## src/hdl/rx_q_cfg_pkg.sv

```systemverilog
`default_nettype none

package rx_q_cfg_pkg;

    // Number of independent receive flows
    localparam int FLOW_CNT = 4;

    // Flow id width as log2 of FLOW_CNT
    localparam int FLOW_ID_W = 2;

    // Entries per flow ring as a power of two
    localparam int RING_DEPTH = 8;

    // Entry index width as log2 of RING_DEPTH
    localparam int RING_IDX_W = 3;

    // One payload word
    localparam int ENTRY_W = 32;

endpackage

`default_nettype wire
```

## src/hdl/rx_q_types_pkg.sv

```systemverilog
`default_nettype none

package rx_q_types_pkg;
    import rx_q_cfg_pkg::*;

    typedef logic [FLOW_ID_W-1:0] flow_id_t;

    typedef logic [ENTRY_W-1:0] payload_entry_t;

    // Top bit is the wrap bit and the rest indexes the ring
    typedef logic [RING_IDX_W:0] ring_ptr_t;

endpackage

`default_nettype wire

```

## src/hdl/flow_ring_if.sv

```systemverilog
`timescale 1ns/100ps
`default_nettype none

interface flow_ring_if;
    import rx_q_types_pkg::*;

    // Enqueue side
    logic           push;
    payload_entry_t push_data;
    logic           full;

    // Dequeue side
    logic           pop;
    payload_entry_t head_data;
    logic           empty;

    modport producer (
        output push,
        output push_data,
        input  full
    );

    modport consumer (
        output pop,
        input  head_data,
        input  empty
    );

    modport ring (
        input  push,
        input  push_data,
        input  pop,
        output full,
        output head_data,
        output empty
    );

endinterface

`default_nettype wire

```

## src/hdl/rx_payload_q.sv

```systemverilog
`timescale 1ns/100ps
`default_nettype none

module rx_payload_q (
     input  logic                           clk
    ,input  logic                           reset

    // Enqueue by flow id
    ,input  logic                           enq_req_val
    ,input  rx_q_types_pkg::flow_id_t       enq_req_flowid
    ,input  rx_q_types_pkg::payload_entry_t enq_req_data
    ,output logic                           enq_req_rdy

    // Read the oldest entry of a flow
    ,input  logic                           rd_req_val
    ,input  rx_q_types_pkg::flow_id_t       rd_req_flowid
    ,output logic                           rd_req_rdy

    ,output logic                           rd_resp_val
    ,output logic                           rd_resp_is_empty
    ,output rx_q_types_pkg::payload_entry_t rd_resp_entry
    ,input  logic                           rd_resp_rdy
);
    import rx_q_cfg_pkg::*;

    flow_ring_if ring_if [FLOW_CNT] ();

    enqueue_steer u_enqueue_steer (
         .enq_req_val       (enq_req_val        )
        ,.enq_req_flowid    (enq_req_flowid     )
        ,.enq_req_data      (enq_req_data       )
        ,.enq_req_rdy       (enq_req_rdy        )

        ,.rings             (ring_if            )
    );

    for (genvar i = 0; i < FLOW_CNT; i++) begin : g_flow
        flow_ring u_flow_ring (
             .clk           (clk                )
            ,.reset         (reset              )

            ,.ring          (ring_if[i]         )
        );
    end

    read_resp_stage u_read_resp_stage (
         .clk               (clk                )
        ,.reset             (reset              )

        ,.rd_req_val        (rd_req_val         )
        ,.rd_req_flowid     (rd_req_flowid      )
        ,.rd_req_rdy        (rd_req_rdy         )

        ,.rd_resp_val       (rd_resp_val        )
        ,.rd_resp_is_empty  (rd_resp_is_empty   )
        ,.rd_resp_entry     (rd_resp_entry      )
        ,.rd_resp_rdy       (rd_resp_rdy        )

        ,.rings             (ring_if            )
    );

endmodule

`default_nettype wire

```

## src/hdl/read_resp_stage.sv

```systemverilog
`timescale 1ns/100ps
`default_nettype none

module read_resp_stage (
     input  logic                           clk
    ,input  logic                           reset

    ,input  logic                           rd_req_val
    ,input  rx_q_types_pkg::flow_id_t       rd_req_flowid
    ,output logic                           rd_req_rdy

    ,output logic                           rd_resp_val
    ,output logic                           rd_resp_is_empty
    ,output rx_q_types_pkg::payload_entry_t rd_resp_entry
    ,input  logic                           rd_resp_rdy

    ,flow_ring_if.consumer                  rings [rx_q_cfg_pkg::FLOW_CNT]
);
    import rx_q_cfg_pkg::*;
    import rx_q_types_pkg::*;

    logic [FLOW_CNT-1:0]    empty_vec;
    payload_entry_t         head_data_arr [FLOW_CNT];

    logic                   req_xfer;
    logic                   sel_empty;
    payload_entry_t         sel_data;

    logic                   resp_val_reg;
    logic                   resp_is_empty_reg;
    payload_entry_t         resp_entry_reg;

    for (genvar i = 0; i < FLOW_CNT; i++) begin : g_ring
        assign empty_vec[i]     = rings[i].empty;
        assign head_data_arr[i] = rings[i].head_data;

        // An empty ring is answered without being popped
        assign rings[i].pop = req_xfer && (rd_req_flowid == flow_id_t'(i))
                              && !rings[i].empty;
    end

    // One response slot that can refill in the cycle it drains
    assign rd_req_rdy = ~resp_val_reg | rd_resp_rdy;
    assign req_xfer   = rd_req_val & rd_req_rdy;

    assign sel_empty = empty_vec[rd_req_flowid];
    assign sel_data  = head_data_arr[rd_req_flowid];

    always_ff @(posedge clk) begin
        if (reset) begin
            resp_val_reg <= 1'b0;
        end
        else if (req_xfer) begin
            resp_val_reg <= 1'b1;
        end
        else if (rd_resp_rdy) begin
            resp_val_reg <= 1'b0;
        end
    end

    always_ff @(posedge clk) begin
        if (req_xfer) begin
            resp_is_empty_reg <= sel_empty;
            // Zero entry on an empty answer
            resp_entry_reg    <= sel_empty ? '0 : sel_data;
        end
    end

    assign rd_resp_val      = resp_val_reg;
    assign rd_resp_is_empty = resp_is_empty_reg;
    assign rd_resp_entry    = resp_entry_reg;

endmodule

`default_nettype wire

```

## src/hdl/enqueue_steer.sv

```systemverilog
`timescale 1ns/100ps
`default_nettype none

module enqueue_steer (
     input  logic                           enq_req_val
    ,input  rx_q_types_pkg::flow_id_t       enq_req_flowid
    ,input  rx_q_types_pkg::payload_entry_t enq_req_data
    ,output logic                           enq_req_rdy

    ,flow_ring_if.producer                  rings [rx_q_cfg_pkg::FLOW_CNT]
);
    import rx_q_cfg_pkg::*;
    import rx_q_types_pkg::*;

    logic [FLOW_CNT-1:0]    full_vec;
    logic                   enq_xfer;

    for (genvar i = 0; i < FLOW_CNT; i++) begin : g_ring
        assign full_vec[i] = rings[i].full;

        // Data goes everywhere but only the addressed ring sees push
        assign rings[i].push_data = enq_req_data;
        assign rings[i].push      = enq_xfer && (enq_req_flowid == flow_id_t'(i));
    end

    assign enq_req_rdy = ~full_vec[enq_req_flowid];
    assign enq_xfer    = enq_req_val & enq_req_rdy;

endmodule

`default_nettype wire

```

## src/hdl/flow_ring.sv

```systemverilog
`timescale 1ns/100ps
`default_nettype none

module flow_ring (
     input  logic       clk
    ,input  logic       reset

    ,flow_ring_if.ring  ring
);
    import rx_q_cfg_pkg::*;
    import rx_q_types_pkg::*;

    payload_entry_t         entries [RING_DEPTH];

    ring_ptr_t              head_ptr;
    ring_ptr_t              tail_ptr;

    logic [RING_IDX_W-1:0]  head_idx;
    logic [RING_IDX_W-1:0]  tail_idx;
    logic                   head_wrap;
    logic                   tail_wrap;

    assign head_idx  = head_ptr[RING_IDX_W-1:0];
    assign tail_idx  = tail_ptr[RING_IDX_W-1:0];
    assign head_wrap = head_ptr[RING_IDX_W];
    assign tail_wrap = tail_ptr[RING_IDX_W];

    // Same slot on different laps means the ring has caught up with itself
    assign ring.full  = (head_idx == tail_idx) && (head_wrap != tail_wrap);
    assign ring.empty = (head_ptr == tail_ptr);

    // Oldest entry is always presented
    assign ring.head_data = entries[head_idx];

    // Callers guarantee no push when full and no pop when empty
    always_ff @(posedge clk) begin
        if (reset) begin
            head_ptr <= '0;
            tail_ptr <= '0;
        end
        else begin
            if (ring.push) begin
                tail_ptr <= tail_ptr + 1'b1;
            end
            if (ring.pop) begin
                head_ptr <= head_ptr + 1'b1;
            end
        end
    end

    always_ff @(posedge clk) begin
        if (ring.push) begin
            entries[tail_idx] <= ring.push_data;
        end
    end

endmodule

`default_nettype wire

```

## config.mk

```make
export PLATFORM = sky130hd
export DESIGN_NAME = rx_payload_q
export DESIGN_NICKNAME = d
export VERILOG_FILES = /design/src/hdl/rx_q_cfg_pkg.sv /design/src/hdl/rx_q_types_pkg.sv /design/src/hdl/flow_ring_if.sv /design/src/hdl/rx_payload_q.sv /design/src/hdl/read_resp_stage.sv /design/src/hdl/enqueue_steer.sv /design/src/hdl/flow_ring.sv
export SDC_FILE = /design/constraint.sdc
export NUM_CORES = 1
export LEC_CHECK = 0
export BUFFER_PORTS_ARGS = -buffer_cell sky130_fd_sc_hd__buf_4
export CORE_ASPECT_RATIO = 0.7
export CORE_MARGIN = 4
export CORE_UTILIZATION = 56
export CTS_CLUSTER_DIAMETER = 50
export CTS_CLUSTER_SIZE = 16
export DETAILED_ROUTE_END_ITERATION = 12
export HOLD_SLACK_MARGIN = 0.02
export PLACE_DENSITY_LB_ADDON = 0.2
export SLEW_MARGIN = 30
export SYNTH_ARGS = -nofsm -noshare
export SYNTH_HDL_FRONTEND = slang
export SYNTH_HIERARCHICAL = 1
export SYNTH_SLANG_ARGS = --single-unit
```

## constraint.sdc

```tcl
create_clock -name clk -period 4.6 [get_ports clk]
set_clock_uncertainty 0.05 [all_clocks]
set_input_delay 0.92 -clock clk [delete_from_list [all_inputs] [get_ports clk]]
set_output_delay 0.92 -clock clk [all_outputs]
set_load 0.005 [all_outputs]
```

Yosys cells after proc, flatten, opt, wreduce, memory -nomap -nowiden
Memories as Yosys holds them, arrays and structs flattened. A register that Yosys moved wholly into a read port is not among the register bits. Cells that the tools add are included.

Output and inout port bits: 36. Word-level logic and storage cells: 98. Register bits after elaboration: 66. Input port bits: 41. Memory bits (writable): 1024. Memories kept: 4.

Memory list: g_flow[0].u_flow_ring.entries (depth 8, width 32, read ports 1, clocked after Yosys merged registers in 1, wr ports 1, RTL line flow_ring.sv:13) `payload_entry_t entries [RING_DEPTH];`; g_flow[1].u_flow_ring.entries (depth 8, width 32, read ports 1, clocked after Yosys merged registers in 1, wr ports 1, RTL line flow_ring.sv:13); g_flow[2].u_flow_ring.entries (depth 8, width 32, read ports 1, clocked after Yosys merged registers in 1, wr ports 1, RTL line flow_ring.sv:13); g_flow[3].u_flow_ring.entries (depth 8, width 32, read ports 1, clocked after Yosys merged registers in 1, wr ports 1, RTL line flow_ring.sv:13).

Reduce and logical (&&, ||, !) cells: 23. Equality and inequality tests: 18. $add $sub $neg: 8. Magnitude comparators: 3. Bitwise operators: 6. Multiplexer cells: 25.

Operators by type and width (number): 32-bit binary-select mux with 2-bit select (1); 32-bit two-way mux (2); 4-bit by 1-bit adder with 4-bit output (second input constant) (8); 3-bit two-way mux (8); 4-bit equality test (4); 1-bit logical AND (16); 3-bit equality test (4); 1-bit two-way mux (12); 2-bit equality test (second input constant) (4); 2-bit by 3-bit less-than comparator with 1-bit output (second input constant) (2); 1-bit binary-select mux with 2-bit select (2); 2-bit by 1-bit equality test with 1-bit output (second input constant) (2); 1-bit zero test (4); 2-bit zero test (2); 1-bit != test (4); 3-bit >= comparator (second input constant) (1); 2-bit inverter with 3-bit output (1); 1-bit bitwise AND (2); 1-bit inverter (2); 2-bit nonzero test (1); 1-bit OR (1).

Depth between registers and ports, before layout
Depth in word-level cells: 9. Mapped depth: 9. Depth with buffers taken out: 8.

Cells and area by module
Netlist, hierarchy kept.

By module, submodules not included: flow_ring (g_flow[1].u_flow_ring ...) (instances 3, cells each 426, seq. area each 7907.6 µm², area an instance 10244.8 µm²); flow_ring (g_flow[0].u_flow_ring) (instances 1, cells each 426, seq. area each 7907.6 µm², area an instance 10251.1 µm²); read_resp_stage (instances 1, cells each 123, seq. area each 1011.0 µm², area an instance 2199.6 µm²); enqueue_steer (instances 1, cells each 135, seq. area each 0.0 µm², area an instance 1024.7 µm²).

Worst setup path after synthesis
Ideal clock, no wire load.

Path kind: input port to flip-flop. From: input enq_req_flowid[0]. To: memory g_flow[0].u_flow_ring/entries[1][0] (netlist name) (enable). Stages on the path: 3. Buffers on the path: 0. Data required time: 4089 ps. Data arrival time: 3987 ps. Path slack: 102 ps. Cell sequence: nor4b_1 -> nand2_1 -> nor3_1.

Word-level cells in the longest chain between the ends: 7.

RTL lines: from (decl) (RTL line rx_payload_q.sv:10) `,input rx_q_types_pkg::flow_id_t enq_req_flowid`; 1-bit binary-select mux with 2-bit select (RTL line enqueue_steer.sv:26) `assign enq_req_rdy = ~full_vec[enq_req_flowid];`; 1-bit two-way mux (implied by the code) (RTL line enqueue_steer.sv:26); 1-bit inverter (RTL line enqueue_steer.sv:26); 1-bit bitwise AND (RTL line enqueue_steer.sv:27) `assign enq_xfer = enq_req_val & enq_req_rdy;`; 1-bit logical AND (*) (RTL line enqueue_steer.sv:23) `assign rings[i].push = enq_xfer && (enq_req_flowid == flow_id_t'(i));`; 1-bit two-way mux (*) (RTL line flow_ring.sv:52) `if (ring.push) begin`; 1-bit two-way mux (implied by the code) (*) (RTL line flow_ring.sv:53) `entries[tail_idx] <= ring.push_data;`; to (decl) (RTL line flow_ring.sv:13).

Every way passes the cells marked *; elsewhere a longest branch is shown, timed or not. The select of a mux whose other input is x is not followed.

Worst setup path after layout
From: register g_flow[3].u_flow_ring.tail_ptr[2]. To: output enq_req_rdy.

Word-level cells in the longest chain between the ends: 5.

RTL lines: from (decl) (RTL line flow_ring.sv:16) `ring_ptr_t tail_ptr;`; from (signal assigned) (RTL line flow_ring.sv:43) `tail_ptr <= tail_ptr + 1'b1;`; 3-bit equality test (RTL line flow_ring.sv:29) `assign ring.full = (head_idx == tail_idx) && (head_wrap != tail_wrap);`; 1-bit logical AND (RTL line flow_ring.sv:29); via ring_if[3].full (RTL line flow_ring_if.sv:10) `logic full;`; 1-bit binary-select mux with 2-bit select (RTL line enqueue_steer.sv:26); 1-bit two-way mux (implied by the code) (RTL line enqueue_steer.sv:26); 1-bit inverter (RTL line enqueue_steer.sv:26); to (decl) (RTL line rx_payload_q.sv:12) `,output logic enq_req_rdy`.

The timed path passes the listed nets, and every way through them passes these cells. The select of a mux whose other input is x is not followed.

==> impl_results.md <==
- Outcome: finished, final reports clean
- Mapped Area: between 40000 and 50000 um2
- Relative slew slack: 33.6%
- Post-CTS Resized: 0
- DRC Markers: 0
- Post-route ant nets: 0
- Simple-gate share of the synthesized area: 1.98%
- Final worst path period share: 71.4%
- Worst-path cell chain: xnor2_1 > nand3_1 > nor2_1 > mux4_2 > inv_1 > buf_4
- Inserted Diodes: 0
- Startpoint class of the critical path: flop
- Synth Area in Adders: 0.226%
- Max Slew Vio Count: 0
- Async SR Flop Fraction: 0%
- Cell count after placement: 2921
- Element type at the critical path end: primary output
- Least-Margin Pin Slew: 0.986 ns
- Min Tclk post-route: 3.29 ns
- Post-route worst setup slack: 1.31 ns
- DR iter-0 viols: 2434
- Die height: 243 um
- TritonCTS clock tree: yes
- Final Hold Violating Endpoints: 0
- Ys Warns: 6
- Die area: 83600 um2
- Max Root-Sink Buffers: 3
- Clk slew on worst S/H paths: 0.07 ns
- Compound-Gate Fraction of Synth Area: 0.147%
- Total length of routed wires: 98900 um
- Commonest non-fill, non-tap cell in the layout: edfxtp_1
- Initial DRT Pass Iterations: 7
- Worst-Skew Late Latency: 0.64 ns
- CTS Buf Count: 81
- Avg Vias per Cell: 6.47
- Most frequent cells in the layout: edfxtp_1, mux4_1, mux2_2, mux4_2, buf_4
- Syn Nets: 2011
- RSZ-0062 raised after global routing: no
- Slowest CP cell: dfxtp_1
- Placement Setup Slack: 1.23 ns
- Hold Crit Class: flop to flop
- R2R Setup Slk: 1.42 ns
- Initial antenna violation count: 2
- Clock Sinks: ~1100
- Req. time, crit path: 3.63 ns
- Hold_buf cts: 0
- Max VDD drop: 0.327 mV
- Post-DR wirelength/cell: roughly 33 um
- Xor/xnor share of the synthesized area: 0.634%
- Fmax: 304 MHz
- Final Setup Violations: 0
- Main combinational cell family by area after synthesis: multiplexers
- Initial Util: 57.0%
- Layout cell share with drive strength beyond 1: 27.0%
- Final std cells w/o fill: roughly 3000
- Global placement routability congestion: 0.825
- Final #Nets: roughly 2000
- Port Buf Inserts: between 70 and 80
- Setup TNS: 0 ns
- EDFF count, synth: 1057
- FF+latch count, synth: roughly 1100
- Synth Instances: just under 2000
- Core Region: 77500 um2
- Die Wd: 344 um
- Proportion of synthesized area in mux cells: about 20%
- Largest net degree at the start of global routing: 65
- FP Rows: 85
- Post-synth top flop: edfxtp_1
- First-pass GRT wire length: ~140000 um
- H-tree depth: 3
- Root buffer cell: clkbuf_16
- Max-Cap Viols: 0
- Syn avg cell area: 22.5 um2
- Distinct cells, synth: 32
- Worst Path Arrival: 2.32 ns
- Worst-path maximum fanout: 7
- Setup bufs post-CTS: 0
- Grt total ovfl: 0
- Total number of vias: 19700
- Power Density: just under 400 nW/um2
- Vias in the first global route: around 19000
- Area Overhead vs Synth: 8.00%
- Post-synthesis sequential area ratio: roughly three quarters
- Worst path max stage delay: 0.52 ns
- I/O pin count: 77
- Overall Global Routing Usage: 23.9%
- P_leak: 0.0148 uW
- DP Wirelength: 58500 um
- Filler cell count: slightly above 5000
- Crit path kind: flop to primary output
==> cell families after synthesis <==
group | count (synthesis)
multiplexers | 426
buffers and inverters | 222
AND/OR/NAND/NOR | 159
AO/OA/AOI/OAI | 13
adder cells (fa/ha/maj) | 8
XOR/XNOR | 32
flip-flops | 1102
==> state kept, by name (all words and copies together), names as in the netlist, named ones only <==
register	flops
u_read_resp_stage/rd_resp_val	1
u_read_resp_stage/rd_resp_entry	32
u_read_resp_stage/rd_resp_is_empty	1
g_flow.u_flow_ring/entries	1024
g_flow.u_flow_ring/tail_ptr	16
g_flow.u_flow_ring/head_ptr	16
==> final cells by class <==
type / count / area (um2) / share of cell area [%]
inverter: 3 / 11.3 / 0.0236
timing repair buffer: 135 / 1160 / 2.44
sequential: 1102 / 32700 / 68.5
clock buffer: 110 / 2280 / 4.79
clock inverter: 9 / 67.6 / 0.142
tap: 1044 / 1310 / 2.74
multi-input combinational: 638 / 10200 / 21.4
==> cell usage after synthesis, types with 2 or more instances <==
cell type     n  area, um2
xnor2_1      20        175
clkbuf_1     17       63.8
nor2b_1      27        169
o21ai_0       4       20.0
nand3_1       4       20.0
nor4b_1       2       17.5
dfxtp_1      45        901
mux4_2      125       2820
and2b_1       2       15.0
mux2_2      128       1440
mux2i_1       8       80.1
inv_1         3       11.3
nor3_1        9       45.0
nand2b_1     17        106
nor2_1       59        221
buf_4       130        976
mux4_1      165       4340
or3_1         4       25.0
edfxtp_1   1057      31700
buf_2        11       55.1
nand4_1       4       25.0
buf_1        29        109
ha_1          8        100
buf_6        32        360
xor2_1       12        105
nand2_1      17       63.8
nor2b_4       9        124
a21oi_1       9       45.0
and4_1        2       17.5
==> worst max-delay path, delay by kind of cell (launching register included) <==
kind / cells / cell delay [ns]
DFF: 1 / 0.52
and+or+nand+nor: 2 / 0.49
muxes: 1 / 0.33
buffers and inverters: 2 / 0.17
xor gates and xnor gates: 1 / 0.16
==> path summary, 6_finish.rpt <==
| check | from | end | cells after the start |
|---|---|---|---|
| max | g_flow[3].u_flow_ring/tail_ptr[2] | enq_req_rdy | 6 |
| min | g_flow[1].u_flow_ring/tail_ptr[3] | g_flow[1].u_flow_ring/tail_ptr[3] | 2 |
| max reg2reg | g_flow[1].u_flow_ring/tail_ptr[1] | g_flow[1].u_flow_ring/entries[5][13] | 7 |
| min reg2reg | g_flow[1].u_flow_ring/tail_ptr[3] | g_flow[1].u_flow_ring/tail_ptr[3] | 2 |
==> power breakdown <==
group | switching, uW | total [uW] | internal, uW | leakage, uW
Sequential | 39.0 | 11100 | 11000 | 0.00993
Combinational | 367 | 578 | 211 | 0.00371
Clock | 3220 | 6680 | 3460 | 0.00114
==> routing by layer <==
layer | GRT usage [%] | part of all wire [%] | up-vias
met5 | 0 | 0 | -
met1 | 37.0 | 43 | 10600
met4 | 5.84 | 2.3 | 0
li1 | - | - | 8049
met2 | 34.8 | 45 | 927
met3 | 5.75 | 9.5 | 116
==> per-stage QoR <==
stage	cell area, um2	hold slack [ns]	power (uW)	utilization, %
6_report	47700	0.463	18300	61.6
5_1_grt	47700	0.504	18900	61.6
4_1_cts	47700	0.467	18500	61.6
3_5_place_dp	45400	0.451	11900	58.5
3_3_place_gp	45400	0.436	11900	58.5
2_1_floorplan	44200	0.421	11700	-
Power figures use the tool's default switching activity.
